<file path="config.mk">
export PLATFORM = sky130hd
export DESIGN_NAME = pipeCpu
export DESIGN_NICKNAME = d
export VERILOG_FILES = /design/src/hw/mipsIsaPkg.sv /design/src/hw/pipeCtrlPkg.sv /design/src/hw/pipeCpu.sv /design/src/hw/resultStage.sv /design/src/hw/execute.sv /design/src/hw/hazardUnit.sv /design/src/hw/instDecode.sv /design/src/hw/registerFile.sv
export SDC_FILE = /design/constraint.sdc
export NUM_CORES = 2
export LEC_CHECK = 0
export BUFFER_PORTS_ARGS = -buffer_cell sky130_fd_sc_hd__buf_2
export CAP_MARGIN = 10
export CORE_MARGIN = 3
export CORE_UTILIZATION = 47
export CTS_CLUSTER_DIAMETER = 60
export DETAILED_ROUTE_END_ITERATION = 6
export PLACE_DENSITY = 0.66
export SYNTH_ARGS = -nofsm -noshare
export SYNTH_HDL_FRONTEND = slang
export SYNTH_SLANG_ARGS = --single-unit
export TNS_END_PERCENT = 1
</file>
<file path="constraint.sdc">
create_clock -name clk -period 8 [get_ports clk]
set_input_delay 0.4 -clock clk [delete_from_list [all_inputs] [get_ports clk]]
set_output_delay 0.4 -clock clk [all_outputs]
set_load 0.01 [all_outputs]
</file>
<file path="src/hw/mipsIsaPkg.sv">
// -------------------------------------
// MIPS subset instruction encoding
// Word widths, opcode and funct codes
// and the instruction field layout
// -------------------------------------

package mipsIsaPkg;

    localparam int WORD_W = 32;
    localparam int REG_W = 5;
    localparam logic [WORD_W-1:0] RESET_PC = '0;

    // Primary opcodes
    typedef enum logic [5:0] {
        OP_RTYPE = 6'h00,
        OP_J     = 6'h02,
        OP_BEQ   = 6'h04,
        OP_BNE   = 6'h05,
        OP_ADDIU = 6'h09,
        OP_ORI   = 6'h0d,
        OP_LUI   = 6'h0f,
        OP_LW    = 6'h23,
        OP_SW    = 6'h2b
    } opcodeE;

    // R-type funct codes
    typedef enum logic [5:0] {
        FN_ADDU = 6'h21,
        FN_SUBU = 6'h23,
        FN_AND  = 6'h24,
        FN_OR   = 6'h25,
        FN_SLT  = 6'h2a
    } functE;

    // Immediate is bits 15:0, jump target bits 25:0
    typedef struct packed {
        opcodeE           opcode;
        logic [REG_W-1:0] rs;
        logic [REG_W-1:0] rt;
        logic [REG_W-1:0] rd;
        logic [4:0]       shamt;
        functE            funct;
    } instT;

endpackage
</file>
<file path="src/hw/pipeCtrlPkg.sv">
// -------------------------------------
// Pipeline internal types
// ALU operations, forwarding selects
// and the stage payload registers
// -------------------------------------

package pipeCtrlPkg;

    import mipsIsaPkg::*;

    typedef enum logic [2:0] {
        ALU_ADD,
        ALU_SUB,
        ALU_AND,
        ALU_OR,
        ALU_SLT,
        ALU_LUI
    } aluOpE;

    typedef enum logic [1:0] {
        FWD_NONE,
        FWD_FROM_MEM,
        FWD_FROM_WB
    } fwdSelE;

    // ID/EX payload
    typedef struct packed {
        logic              valid;
        logic [WORD_W-1:0] pcPlus4;
        logic [REG_W-1:0]  rs;
        logic [REG_W-1:0]  rt;
        logic [WORD_W-1:0] rsData;
        logic [WORD_W-1:0] rtData;
        logic [WORD_W-1:0] imm;
        logic [WORD_W-1:0] jumpTarget;
        aluOpE             aluOp;
        logic              useImm;
        logic              memRead;
        logic              memWrite;
        logic              isBranch;
        logic              branchNe;
        logic              isJump;
        logic [REG_W-1:0]  writeReg;
        logic              regWrite;
    } decodeT;

    // EX/MEM payload
    typedef struct packed {
        logic              valid;
        logic [WORD_W-1:0] aluOut;
        logic [WORD_W-1:0] storeData;
        logic [REG_W-1:0]  writeReg;
        logic              regWrite;
        logic              memRead;
        logic              memWrite;
    } memT;

    // MEM/WB payload
    typedef struct packed {
        logic              valid;
        logic [WORD_W-1:0] aluOut;
        logic [WORD_W-1:0] loadData;
        logic              memRead;
        logic [REG_W-1:0]  writeReg;
        logic              regWrite;
    } wbT;

endpackage

</file>
<file path="src/hw/pipeCpu.sv">
// -------------------------------------
// Five-stage pipelined MIPS subset CPU
// Holds the PC and wires the stages to
// external instruction and data memory
// -------------------------------------

`timescale 1ns/1ps

module pipeCpu (
    input  logic                          clk,
    input  logic                          rstN,
    output logic [mipsIsaPkg::WORD_W-1:0] pc,
    input  logic [mipsIsaPkg::WORD_W-1:0] inst,
    output logic [mipsIsaPkg::WORD_W-1:0] dataAddress,
    output logic [mipsIsaPkg::WORD_W-1:0] writeMemData,
    output logic                          memRead,
    output logic                          memWrite,
    input  logic [mipsIsaPkg::WORD_W-1:0] readMemData
);
    import mipsIsaPkg::*;
    import pipeCtrlPkg::*;

    logic [WORD_W-1:0] pcPlus4;
    logic [WORD_W-1:0] target;
    logic              taken;
    logic              stall;
    logic [REG_W-1:0]  readReg1;
    logic [REG_W-1:0]  readReg2;
    logic [WORD_W-1:0] readData1;
    logic [WORD_W-1:0] readData2;
    logic [REG_W-1:0]  idRs;
    logic [REG_W-1:0]  idRt;
    logic              idLoadUse;
    decodeT            decoded;
    fwdSelE            rsSel;
    fwdSelE            rtSel;
    memT               memStage;
    wbT                wbView;
    logic [REG_W-1:0]  wbWriteReg;
    logic [WORD_W-1:0] wbWriteData;
    logic              wbRegWrite;

    // ------------------ Fetch ------------------
    assign pcPlus4 = pc + WORD_W'(4);

    // Redirect wins over a load-use hold
    always_ff @(posedge clk or negedge rstN) begin
        if (!rstN) begin
            pc <= RESET_PC;
        end else if (taken) begin
            pc <= target;
        end else if (!stall) begin
            pc <= pcPlus4;
        end
    end

    // ------------------ Stages -----------------
    registerFile u_registerFile (
        .clk       (clk),
        .rstN      (rstN),
        .readReg1  (readReg1),
        .readReg2  (readReg2),
        .writeReg  (wbWriteReg),
        .writeData (wbWriteData),
        .regWrite  (wbRegWrite),
        .readData1 (readData1),
        .readData2 (readData2)
    );

    instDecode u_instDecode (
        .clk       (clk),
        .rstN      (rstN),
        .inst      (inst),
        .pcPlus4   (pcPlus4),
        .stall     (stall),
        .flush     (taken),
        .readReg1  (readReg1),
        .readReg2  (readReg2),
        .readData1 (readData1),
        .readData2 (readData2),
        .idRs      (idRs),
        .idRt      (idRt),
        .idLoadUse (idLoadUse),
        .decoded   (decoded)
    );

    // Write-back view for forwarding
    assign wbView = '{valid: wbRegWrite, aluOut: wbWriteData, loadData: wbWriteData,
                      memRead: 1'b0, writeReg: wbWriteReg, regWrite: wbRegWrite};

    hazardUnit u_hazardUnit (
        .decoded  (decoded),
        .idRs     (idRs),
        .idRt     (idRt),
        .memStage (memStage),
        .wbStage  (wbView),
        .rsSel    (rsSel),
        .rtSel    (rtSel),
        .stall    (stall)
    );

    execute u_execute (
        .clk      (clk),
        .rstN     (rstN),
        .decoded  (decoded),
        .rsSel    (rsSel),
        .rtSel    (rtSel),
        .memFwd   (memStage.aluOut),
        .wbFwd    (wbWriteData),
        .taken    (taken),
        .target   (target),
        .memStage (memStage)
    );

    // ------------------ Memory -----------------
    assign dataAddress  = memStage.aluOut;
    assign writeMemData = memStage.storeData;
    assign memRead      = memStage.memRead;
    assign memWrite     = memStage.memWrite;

    resultStage u_resultStage (
        .clk         (clk),
        .rstN        (rstN),
        .memStage    (memStage),
        .readMemData (readMemData),
        .writeReg    (wbWriteReg),
        .writeData   (wbWriteData),
        .regWrite    (wbRegWrite)
    );

    // A load-use hold bubbles decode but the load itself still reaches memory
    loadReachesMemory: assert property (@(posedge clk) disable iff (!rstN)
        idLoadUse |=> memRead);

endmodule

</file>
<file path="src/hw/resultStage.sv">
// -------------------------------------
// Result stage
// MEM/WB register and write-back select
// -------------------------------------

`timescale 1ns/1ps

module resultStage (
    input  logic                          clk,
    input  logic                          rstN,
    input  pipeCtrlPkg::memT              memStage,
    input  logic [mipsIsaPkg::WORD_W-1:0] readMemData,
    output logic [mipsIsaPkg::REG_W-1:0]  writeReg,
    output logic [mipsIsaPkg::WORD_W-1:0] writeData,
    output logic                          regWrite
);
    import pipeCtrlPkg::*;

    wbT wbStage;

    always_ff @(posedge clk or negedge rstN) begin
        if (!rstN) begin
            wbStage <= '0;
        end else begin
            wbStage.valid    <= memStage.valid;
            wbStage.aluOut   <= memStage.aluOut;
            wbStage.loadData <= readMemData;
            wbStage.memRead  <= memStage.memRead;
            wbStage.writeReg <= memStage.writeReg;
            wbStage.regWrite <= memStage.regWrite;
        end
    end

    // Loads return memory data, everything else the ALU result
    assign writeData = wbStage.memRead ? wbStage.loadData : wbStage.aluOut;
    assign writeReg  = wbStage.writeReg;
    assign regWrite  = wbStage.valid && wbStage.regWrite;

endmodule

</file>
<file path="src/hw/execute.sv">
// -------------------------------------
// Execute stage
// Operand forwarding, ALU, branch and
// jump resolution, EX/MEM register
// -------------------------------------

`timescale 1ns/1ps

module execute (
    input  logic                          clk,
    input  logic                          rstN,
    input  pipeCtrlPkg::decodeT           decoded,
    input  pipeCtrlPkg::fwdSelE           rsSel,
    input  pipeCtrlPkg::fwdSelE           rtSel,
    input  logic [mipsIsaPkg::WORD_W-1:0] memFwd,
    input  logic [mipsIsaPkg::WORD_W-1:0] wbFwd,
    output logic                          taken,
    output logic [mipsIsaPkg::WORD_W-1:0] target,
    output pipeCtrlPkg::memT              memStage
);
    import mipsIsaPkg::*;
    import pipeCtrlPkg::*;

    logic [WORD_W-1:0] rsVal;
    logic [WORD_W-1:0] rtVal;
    logic [WORD_W-1:0] opB;
    logic [WORD_W-1:0] aluOut;
    logic              equal;

    function automatic logic [WORD_W-1:0] pickOperand(fwdSelE sel,
                                                      logic [WORD_W-1:0] regVal,
                                                      logic [WORD_W-1:0] memVal,
                                                      logic [WORD_W-1:0] wbVal);
        case (sel)
            FWD_FROM_MEM: return memVal;
            FWD_FROM_WB:  return wbVal;
            default:      return regVal;
        endcase
    endfunction

    assign rsVal = pickOperand(rsSel, decoded.rsData, memFwd, wbFwd);
    assign rtVal = pickOperand(rtSel, decoded.rtData, memFwd, wbFwd);
    assign opB   = decoded.useImm ? decoded.imm : rtVal;

    // ------------------ ALU --------------------
    always_comb begin
        case (decoded.aluOp)
            ALU_SUB: aluOut = rsVal - opB;
            ALU_AND: aluOut = rsVal & opB;
            ALU_OR:  aluOut = rsVal | opB;
            ALU_SLT: aluOut = {{(WORD_W-1){1'b0}}, $signed(rsVal) < $signed(opB)};
            ALU_LUI: aluOut = {opB[15:0], {(WORD_W-16){1'b0}}};
            default: aluOut = rsVal + opB;
        endcase
    end

    // Branch compare uses forwarded values
    assign equal  = (rsVal == rtVal);
    assign taken  = decoded.valid
                    && (decoded.isJump || (decoded.isBranch && (equal ^ decoded.branchNe)));
    assign target = decoded.isJump ? decoded.jumpTarget
                    : decoded.pcPlus4 + {decoded.imm[WORD_W-3:0], 2'b00};

    // ------------------ EX/MEM -----------------
    always_ff @(posedge clk or negedge rstN) begin
        if (!rstN) begin
            memStage <= '0;
        end else begin
            memStage.valid     <= decoded.valid;
            memStage.aluOut    <= aluOut;
            memStage.storeData <= rtVal;
            memStage.writeReg  <= decoded.writeReg;
            memStage.regWrite  <= decoded.valid && decoded.regWrite;
            memStage.memRead   <= decoded.valid && decoded.memRead;
            memStage.memWrite  <= decoded.valid && decoded.memWrite;
        end
    end

    // A redirect comes from a real control op and kills the next ID/EX slot
    takenFlushes: assert property (@(posedge clk) disable iff (!rstN)
        taken |-> (decoded.valid && (decoded.isBranch || decoded.isJump))
                  ##1 !decoded.valid);

endmodule

</file>
<file path="src/hw/hazardUnit.sv">
// -------------------------------------
// Hazard unit
// Forwarding selection per operand and
// load-use stall detection
// -------------------------------------

`timescale 1ns/1ps

module hazardUnit (
    input  pipeCtrlPkg::decodeT          decoded,
    input  logic [mipsIsaPkg::REG_W-1:0] idRs,
    input  logic [mipsIsaPkg::REG_W-1:0] idRt,
    input  pipeCtrlPkg::memT             memStage,
    input  pipeCtrlPkg::wbT              wbStage,
    output pipeCtrlPkg::fwdSelE          rsSel,
    output pipeCtrlPkg::fwdSelE          rtSel,
    output logic                         stall
);
    import mipsIsaPkg::*;
    import pipeCtrlPkg::*;

    logic loadInEx;

    // Memory stage is younger, so it overrides write-back
    function automatic fwdSelE pickSource(logic [REG_W-1:0] src, memT m, wbT w);
        fwdSelE sel;
        sel = FWD_NONE;
        if (src != '0 && w.valid && w.regWrite && w.writeReg == src) begin
            sel = FWD_FROM_WB;
        end
        if (src != '0 && m.valid && m.regWrite && m.writeReg == src) begin
            sel = FWD_FROM_MEM;
        end
        return sel;
    endfunction

    assign rsSel = pickSource(decoded.rs, memStage, wbStage);
    assign rtSel = pickSource(decoded.rt, memStage, wbStage);

    assign loadInEx = decoded.valid && decoded.memRead && decoded.regWrite;
    assign stall = loadInEx && decoded.writeReg != '0
                   && (decoded.writeReg == idRs || decoded.writeReg == idRt);

    // Load data is not ready yet in MEM
    always_comb begin
        noLoadFwd: assert final (!(memStage.memRead
            && (rsSel == FWD_FROM_MEM || rtSel == FWD_FROM_MEM)));
    end

endmodule

</file>
<file path="src/hw/instDecode.sv">
// -------------------------------------
// Decode stage
// IF/ID register, control decode and
// the ID/EX payload register
// -------------------------------------

`timescale 1ns/1ps

module instDecode (
    input  logic                          clk,
    input  logic                          rstN,
    input  mipsIsaPkg::instT              inst,
    input  logic [mipsIsaPkg::WORD_W-1:0] pcPlus4,
    input  logic                          stall,
    input  logic                          flush,
    output logic [mipsIsaPkg::REG_W-1:0]  readReg1,
    output logic [mipsIsaPkg::REG_W-1:0]  readReg2,
    input  logic [mipsIsaPkg::WORD_W-1:0] readData1,
    input  logic [mipsIsaPkg::WORD_W-1:0] readData2,
    output logic [mipsIsaPkg::REG_W-1:0]  idRs,
    output logic [mipsIsaPkg::REG_W-1:0]  idRt,
    output logic                          idLoadUse,
    output pipeCtrlPkg::decodeT           decoded
);
    import mipsIsaPkg::*;
    import pipeCtrlPkg::*;

    instT              ifInst;
    logic [WORD_W-1:0] ifPcPlus4;
    logic              ifValid;
    decodeT            dec;
    logic              known;
    logic              readsRs;
    logic              readsRt;

    // ------------------ IF/ID ------------------
    always_ff @(posedge clk or negedge rstN) begin
        if (!rstN) begin
            ifValid   <= 1'b0;
            ifInst    <= '0;
            ifPcPlus4 <= '0;
        end else if (flush) begin
            ifValid <= 1'b0;
        end else if (!stall) begin
            ifValid   <= 1'b1;
            ifInst    <= inst;
            ifPcPlus4 <= pcPlus4;
        end
    end

    assign readReg1 = ifInst.rs;
    assign readReg2 = ifInst.rt;

    // ------------------ Decode -----------------
    always_comb begin
        dec          = '0;
        known        = 1'b1;
        readsRs      = 1'b1;
        readsRt      = 1'b0;
        dec.aluOp    = ALU_ADD;
        dec.writeReg = ifInst.rt;
        dec.imm      = {{(WORD_W-16){ifInst[15]}}, ifInst[15:0]};
        case (ifInst.opcode)
            OP_RTYPE: begin
                readsRt      = 1'b1;
                dec.regWrite = 1'b1;
                dec.writeReg = ifInst.rd;
                case (ifInst.funct)
                    FN_ADDU: dec.aluOp = ALU_ADD;
                    FN_SUBU: dec.aluOp = ALU_SUB;
                    FN_AND:  dec.aluOp = ALU_AND;
                    FN_OR:   dec.aluOp = ALU_OR;
                    FN_SLT:  dec.aluOp = ALU_SLT;
                    default: known = 1'b0;
                endcase
            end
            OP_ADDIU: begin
                dec.useImm   = 1'b1;
                dec.regWrite = 1'b1;
            end
            OP_ORI: begin
                dec.aluOp    = ALU_OR;
                dec.useImm   = 1'b1;
                dec.regWrite = 1'b1;
                dec.imm      = {{(WORD_W-16){1'b0}}, ifInst[15:0]};
            end
            OP_LUI: begin
                readsRs      = 1'b0;
                dec.aluOp    = ALU_LUI;
                dec.useImm   = 1'b1;
                dec.regWrite = 1'b1;
            end
            OP_LW: begin
                dec.useImm   = 1'b1;
                dec.memRead  = 1'b1;
                dec.regWrite = 1'b1;
            end
            OP_SW: begin
                readsRt      = 1'b1;
                dec.useImm   = 1'b1;
                dec.memWrite = 1'b1;
            end
            OP_BEQ, OP_BNE: begin
                readsRt      = 1'b1;
                dec.isBranch = 1'b1;
                dec.branchNe = (ifInst.opcode == OP_BNE);
            end
            OP_J: begin
                readsRs    = 1'b0;
                dec.isJump = 1'b1;
            end
            default: known = 1'b0;
        endcase

        // Only registers actually read take part in hazards
        idRs = (ifValid && known && readsRs) ? ifInst.rs : '0;
        idRt = (ifValid && known && readsRt) ? ifInst.rt : '0;

        dec.valid      = ifValid && known;
        dec.regWrite   = dec.regWrite && (dec.writeReg != '0);
        dec.pcPlus4    = ifPcPlus4;
        dec.rs         = idRs;
        dec.rt         = idRt;
        dec.rsData     = readData1;
        dec.rtData     = readData2;
        dec.jumpTarget = {ifPcPlus4[WORD_W-1:28], ifInst[25:0], 2'b00};
        if (!dec.valid) begin
            dec = '0;
        end
    end

    // ------------------ ID/EX ------------------
    always_ff @(posedge clk or negedge rstN) begin
        if (!rstN) begin
            decoded <= '0;
        end else if (stall || flush) begin
            decoded <= '0;
        end else begin
            decoded <= dec;
        end
    end

    assign idLoadUse = decoded.valid && decoded.memRead;

endmodule

</file>
<file path="src/hw/registerFile.sv">
// -------------------------------------
// 32 x 32 register file, 2R1W
// Writes bypass to same-cycle reads
// -------------------------------------

`timescale 1ns/1ps

module registerFile (
    input  logic                          clk,
    input  logic                          rstN,
    input  logic [mipsIsaPkg::REG_W-1:0]  readReg1,
    input  logic [mipsIsaPkg::REG_W-1:0]  readReg2,
    input  logic [mipsIsaPkg::REG_W-1:0]  writeReg,
    input  logic [mipsIsaPkg::WORD_W-1:0] writeData,
    input  logic                          regWrite,
    output logic [mipsIsaPkg::WORD_W-1:0] readData1,
    output logic [mipsIsaPkg::WORD_W-1:0] readData2
);
    import mipsIsaPkg::*;

    logic [WORD_W-1:0] regs [32];

    always_ff @(posedge clk) begin
        if (regWrite && writeReg != '0) begin
            regs[writeReg] <= writeData;
        end
    end

    function automatic logic [WORD_W-1:0] readPort(logic [REG_W-1:0] idx,
                                                   logic [WORD_W-1:0] stored);
        if (idx == '0) begin
            return '0;
        end
        return (regWrite && writeReg == idx) ? writeData : stored;
    endfunction

    always_comb begin
        readData1 = readPort(readReg1, regs[readReg1]);
    end

    always_comb begin
        readData2 = readPort(readReg2, regs[readReg2]);
    end

    // Decode masks writes to $0
    noZeroWrite: assert property (@(posedge clk) disable iff (!rstN)
        regWrite |-> writeReg != '0);

endmodule

</file>
Word level (Yosys, flattened, before mapping) --
Memories as Yosys holds them, arrays and structs flattened. Index checks and enable logic that the tools add are counted.
Operators by class: add/subtract/negate cells 4, magnitude comparators 1, eq/ne operators 32, muxes and demuxes 42, bitwise gates (word level) 5, reduce and logical (&&, ||, !) cells 47
Operators by type and width (number):
- 32-bit two-way mux | 12
- 186-bit two-way mux | 2
- 32-bit case mux with 5 select lines | 1
- 32-bit case mux with 2 select lines | 2
- 32-bit adder | 2
- 6-bit == test (second input constant) | 7
- 5-bit == test | 8
- 32-bit by 3-bit adder with 32-bit output (second input constant) | 1
- 32-bit AND | 1
- 32-bit == test | 1
- 32-bit less-than comparator | 1
- 32-bit bitwise OR | 1
- 32-bit subtractor | 1
- 1-bit logical AND | 28
- 5-bit nonzero test | 5
- 6-bit by 4-bit == test with 1-bit output (second input constant) | 3
- 5-bit two-way mux | 3
- 5-bit OR reduction | 3
- 1-bit two-way mux | 14
- 6-bit by 3-bit == test with 1-bit output (second input constant) | 2
- 3-bit case mux with 4 select lines | 1
- 5-bit logical NOT | 2
- 2-bit two-way mux | 5
- 3-bit case mux with 3 select lines | 1
- 16 further kinds | 24
Storage, ports and cells: register bits after elaboration 428, RAM bits 1024, bits of input ports 66, output and inout port bits 98, word-level logic and storage cells 171, memories kept 1
Memory list:
- u_registerFile.regs | words 32, bits a word 32, read ports 2, clocked after Yosys merged registers in 0, write ports 1, line registerFile.sv:21 | logic [WORD_W-1:0] regs [32];

Logic depth before layout (Yosys ltp) --
depth in word-level cells 15, depth in mapped cells 27, mapped depth without buffers 21

By module --
From an unflattened synthesis, not the netlist that was laid out.
Second synthesis, totals: cells, all modules 5040, area, all modules 72091.6 µm²
Modules (own cells, without submodules):
- registerFile | instances 1, cells each 2520, area an instance 47869.7 µm², sequential area each 30749.5 µm²
- execute | instances 1, cells each 1475, area an instance 10950.5 µm², sequential area each 1826.8 µm²
- instDecode | instances 1, cells each 596, area an instance 8094.0 µm², sequential area each 5355.1 µm²
- resultStage | instances 1, cells each 114, area an instance 2389.8 µm², sequential area each 1801.7 µm²
- pipeCpu | instances 1, cells each 281, area an instance 2371.0 µm², sequential area each 800.8 µm²
- hazardUnit | instances 1, cells each 54, area an instance 416.6 µm², sequential area each 0.0 µm²

Worst setup path before layout --
Ideal clock, no wire load.
path type flip-flop to flip-flop, start register, netlist name u_instDecode.decoded[146], end register, netlist name u_execute.memStage[71], library setup time 0.087 ns, data arrival time 5.996 ns, data required time 7.913 ns, path slack 1.917 ns, cell stages (with the launch flop) 24, buffers on the path 5, clock period less this slack 6.083 ns, path through dfrtp_1 -> xor2_1 -> nor4_2 -> and2_1 -> clkbuf_1 -> buf_2 -> clkbuf_1 -> clkbuf_1 -> clkbuf_1 -> o21ai_0 -> mux2_2 -> inv_1 -> ha_1 -> or3_1 -> o211ai_1 -> o22ai_1 -> o2111a_1 -> o311ai_0 -> a211oi_1 -> o31ai_1 -> a31oi_1 -> or3_1 -> a221o_1 -> a22oi_1
On the way: longest elaborated chain between the ends 11, elaborated cells on any way between the ends 20, those cells by class add/sub: 2; eq/ne: 4; mux: 5; bitwise: 2; reduce/logical: 7
Ends and longest elaborated chain:
- 5-bit nonzero test | line hazardUnit.sv:28, hazardUnit.sv:31
- 1-bit logical AND (3 in a row) | line hazardUnit.sv:28 | if (src != '0 && w.valid && w.regWrite && w.writeReg == src) begin
- 2-bit two-way mux | line hazardUnit.sv:28
- 2-bit two-way mux (*) | line hazardUnit.sv:31 | if (src != '0 && m.valid && m.regWrite && m.writeReg == src) begin
- 2-bit == test / 2-bit by 1-bit == test with 1-bit output (equally long branches) | line execute.sv:34 | case (sel)
- 32-bit case mux with 2 select lines (*) | line execute.sv:34
- net u_execute.rtVal[4] | line execute.sv:25 | logic [WORD_W-1:0] rtVal;
- 32-bit two-way mux (*) | line execute.sv:43 | assign opB = decoded.useImm ? decoded.imm : rtVal;
- 32-bit adder / 32-bit subtractor (equally long branches) | line execute.sv:53, execute.sv:48
- 32-bit case mux with 5 select lines (*) | line execute.sv:47 | case (decoded.aluOp)
- net u_execute.aluOut[31] | line execute.sv:27 | logic [WORD_W-1:0] aluOut;
The timed path passes the listed nets; every way through them passes the cells marked *. A chain may end at the register's enable or synchronous reset.

Worst setup path in the final report --
start register, netlist name u_resultStage.writeReg[4], end register, netlist name u_execute.memStage[71]
On the way: longest elaborated chain between the ends 9, elaborated cells on any way between the ends 20, those cells by class add/sub: 2; eq/ne: 6; mux: 8; bitwise: 2; reduce/logical: 2
Ends and longest elaborated chain (line):
- 5-bit == test (*) | hazardUnit.sv:28
- 1-bit logical AND (*) | hazardUnit.sv:28
- 2-bit two-way mux (*) | hazardUnit.sv:28
- 2-bit two-way mux (*) | hazardUnit.sv:31
- 2-bit == test / 2-bit by 1-bit == test with 1-bit output (equally long branches) | execute.sv:34
- 32-bit case mux with 2 select lines (*) | execute.sv:34
- net u_execute.rtVal[4] | execute.sv:25
- 32-bit two-way mux (*) | execute.sv:43
- 32-bit adder / 32-bit subtractor (equally long branches) | execute.sv:53, execute.sv:48
- 32-bit case mux with 5 select lines (*) | execute.sv:47
- net u_execute.aluOut[31] | execute.sv:27
Marks and branches as above.

==> flow_summary.ini <==
[power_and_ir_drop]
finalPower_mw = 17.1
ir_worst_vdd_v = 0.000230
p_per_area_nw_per_um2 = 212
p_leak_nw = 29.4

[routing]
dr_total_vias = 45427
post_drt_wl_per_cell_um = 31.0
vias_per_cell = 6.53
routed_wl_um = 215000
detail_route.iter0.violations = 5293
drc = 0
drt_pre_antenna_iters = 5
ant_nets = 0

[logic_synthesis]
yosysWarnings = 0
synth_simple_gate_area_frac = 0.0572
syn_area_sq_um = 71800
syn-mean-instance-area_sq_um = 15.3
synthAdderAreaFrac = 0.0219
syn_inst = 4694
synth_mux_area_frac = 0.232
synth_compound_area_frac = 0.0763
async_reset_ff_frac = 0.276
synth-seq-cells = 1415
ys_seq_area_frac = 0.564
yosysUniqueCellTypes = 93
synth-edff-count = 1024
synth_flop_cell = edfxtp_1
synth-xor-area-share = 0.0174
synth_top_family_by_area = multiplexers

[timing]
tns_ns = 0
setup_ws_ns = 0.695
hold-worst-slack_ns = 0.254
grt_setup_unrepaired = no
post-route-period-util = 0.913
slew_viol_final = 0
tightestPinTransition_ns = 1.12
skew_ns = 0.0561
setup_viol = 0
relSlewSlack = 0.245
hold_viol = 0
max_freq_ghz = 0.137
layout_min_cycle_time_ns = 7.30

[global_route]
grtUsageTotal = 0.272
overflow = 0
grt_pass1_vias = 44834
grt_start_max_net_pins = 163
antenna_found_initial = 4
grt_pass1_wl_um = 313000

[clock_tree]
cts_setup_buffers = 0
postCtsHoldBufs = 65
path_clk_slew_ns = 0.06
cts_tree = yes
cts.sinks = 1415
clk_latency_ns = 0.81
cts_max_level = 4
clk_path_buf_depth = 3
cts_made_buffers = 157
post_cts_resized = 0
cts-root-buf = clkbuf_16

[floorplan]
fp-row-count = 142
die_width_um = 397
die_area_sq_um = 158000
core-area_sq_um = 151000
start_util = 0.476
ios = 164
die_height_um = 397

[layout]
drive_gt1_frac = 0.266
design_area_sq_um = 80400
diodes = 0
final_nets = 5008
layout_commonest_cell = edfxtp_1
layout_common_cells = edfxtp_1, mux4_2, dfrtp_1
syn_to_final_growth_pct = 11.9

[outcome]
status = finished clean

[run]
drv_cap = 0

[setup_path]
critPathLaunchType = flop
r2r_start = u_resultStage.writeReg[4]
ff2ff_path_depth = 20
r2r-end = u_execute.memStage[71]
path_class = reg2reg
required_ns = 8.69
reg2reg_setup_slack_ns = 0.70
cp.arrival_ns = 7.99
critical_path.endpoint_type = flop
path_max_fanout = 15

[placed_design]
dpl.hpwl_um = 130000
place.gp.congestion = 0.918
portBuffers = 163
place_area_sq_um = 74700
pre_cts_slack_ns = 0.871

[min_path]
hold_path.class = in2async
-- power by group --
part / leakage (nW) / internal [mW] / switching [mW]
combinational: 12.4 / 0.675 / 1.01
sequential: 14.6 / 8.10 / 0.176
clock: 2.46 / 4.03 / 3.07
total: 29.4 / 12.8 / 4.26
-- state kept, by name, indices dropped and copies added, names as in the netlist --
signal / count
u_registerFile.regs: 1024
u_instDecode.decoded: 149
u_execute.memStage: 73
u_resultStage.wbStage: 67
pc: 32
u_instDecode.ifPcPlus4: 32
u_instDecode.ifInst: 22
u_instDecode.readReg1: 5
u_instDecode.readReg2: 5
u_resultStage.writeReg: 5
u_instDecode.ifValid: 1
-- metal layers --
layer | track usage | vias up | wire [um]
met5 | 0 | - | 27
met1 | 0.380 | 23686 | 84800
met4 | 0.107 | 4 | 9170
met3 | 0.0648 | 464 | 22400
li1 | - | 18872 | -
met2 | 0.414 | 2401 | 98900
-- per-stage QoR --
step                      cells   util
after floorplan            4725      -
after global placement     6609  0.495
after detailed placement   6609  0.495
after CTS                  6955  0.533
after global routing       6955  0.533
final                      6955  0.533
-- critical path, cell delays in order (launching register included) --
cell and delay [ns]:
dfrtp_1 0.61, xnor2_1 0.20, nand4_1 0.53, nor3_2 0.33
buf_4 0.33, mux2i_1 0.43, o21ai_0 0.27, mux2_2 0.37
inv_1 0.08, ha_1 0.31, or3_1 0.39, o211ai_1 0.30
o22ai_1 0.22, o2111a_1 0.31, o311ai_0 0.48, a211oi_1 0.26
o31ai_1 0.63, a31oi_1 0.29, or3_1 0.40, a221o_1 0.31
a22oi_1 0.14
-- cell usage after synthesis (all sizes together), types with 57 or more instances --
master,count,area [sq um]
nand2,188,711
mux2i,186,1860
dfrtp,391,9780
clkbuf,219,822
inv,118,443
o21ai,151,756
nor2,237,907
mux2,106,1190
a21oi,153,766
xor2,86,753
buf,171,976
a211oi,130,1130
ha,124,1550
mux4,603,13600
edfxtp,1024,30700
and2,78,488
xnor2,57,499
-- how the worst max path moves through the flow --
stage | slack [ns] | to | startpoint | depth (start not counted)
final | 0.70 | u_execute.memStage[71] | u_resultStage.writeReg[4] | 20
after CTS | 0.79 | u_execute.memStage[71] | u_resultStage.writeReg[4] | 20
after global placement | 1.10 | u_execute.memStage[71] | u_resultStage.writeReg[2] | 20
after global routing | 0.08 | u_execute.memStage[67] | u_resultStage.writeReg[3] | 20
after detailed placement | 0.87 | u_execute.memStage[71] | u_resultStage.writeReg[3] | 20
after floorplan | 1.92 | u_execute.memStage[71] | u_instDecode.decoded[146] | 23
-- cells by family after synthesis --
| group | after synthesis |
|---|---|
| adders and majority gates | 125 |
| muxes | 895 |
| buffers and inverters | 509 |
| xor gates and xnor gates | 143 |
| and+or+nand+nor | 816 |
| AOI/OAI and AO/OA | 790 |
| DFF | 1415 |
| other | 1 |
-- cell type report --
cell class / count / area, sq um
clock buffers: 201 / 4270
clock inverters: 80 / 782
fillers: 12079 / 70500
inverters: 119 / 447
multi-input cells: 2801 / 29500
flip-flops and latches: 1415 / 40600
well taps: 2016 / 2520
repair buffers: 323 / 2300
Power figures use the tool's default switching activity.
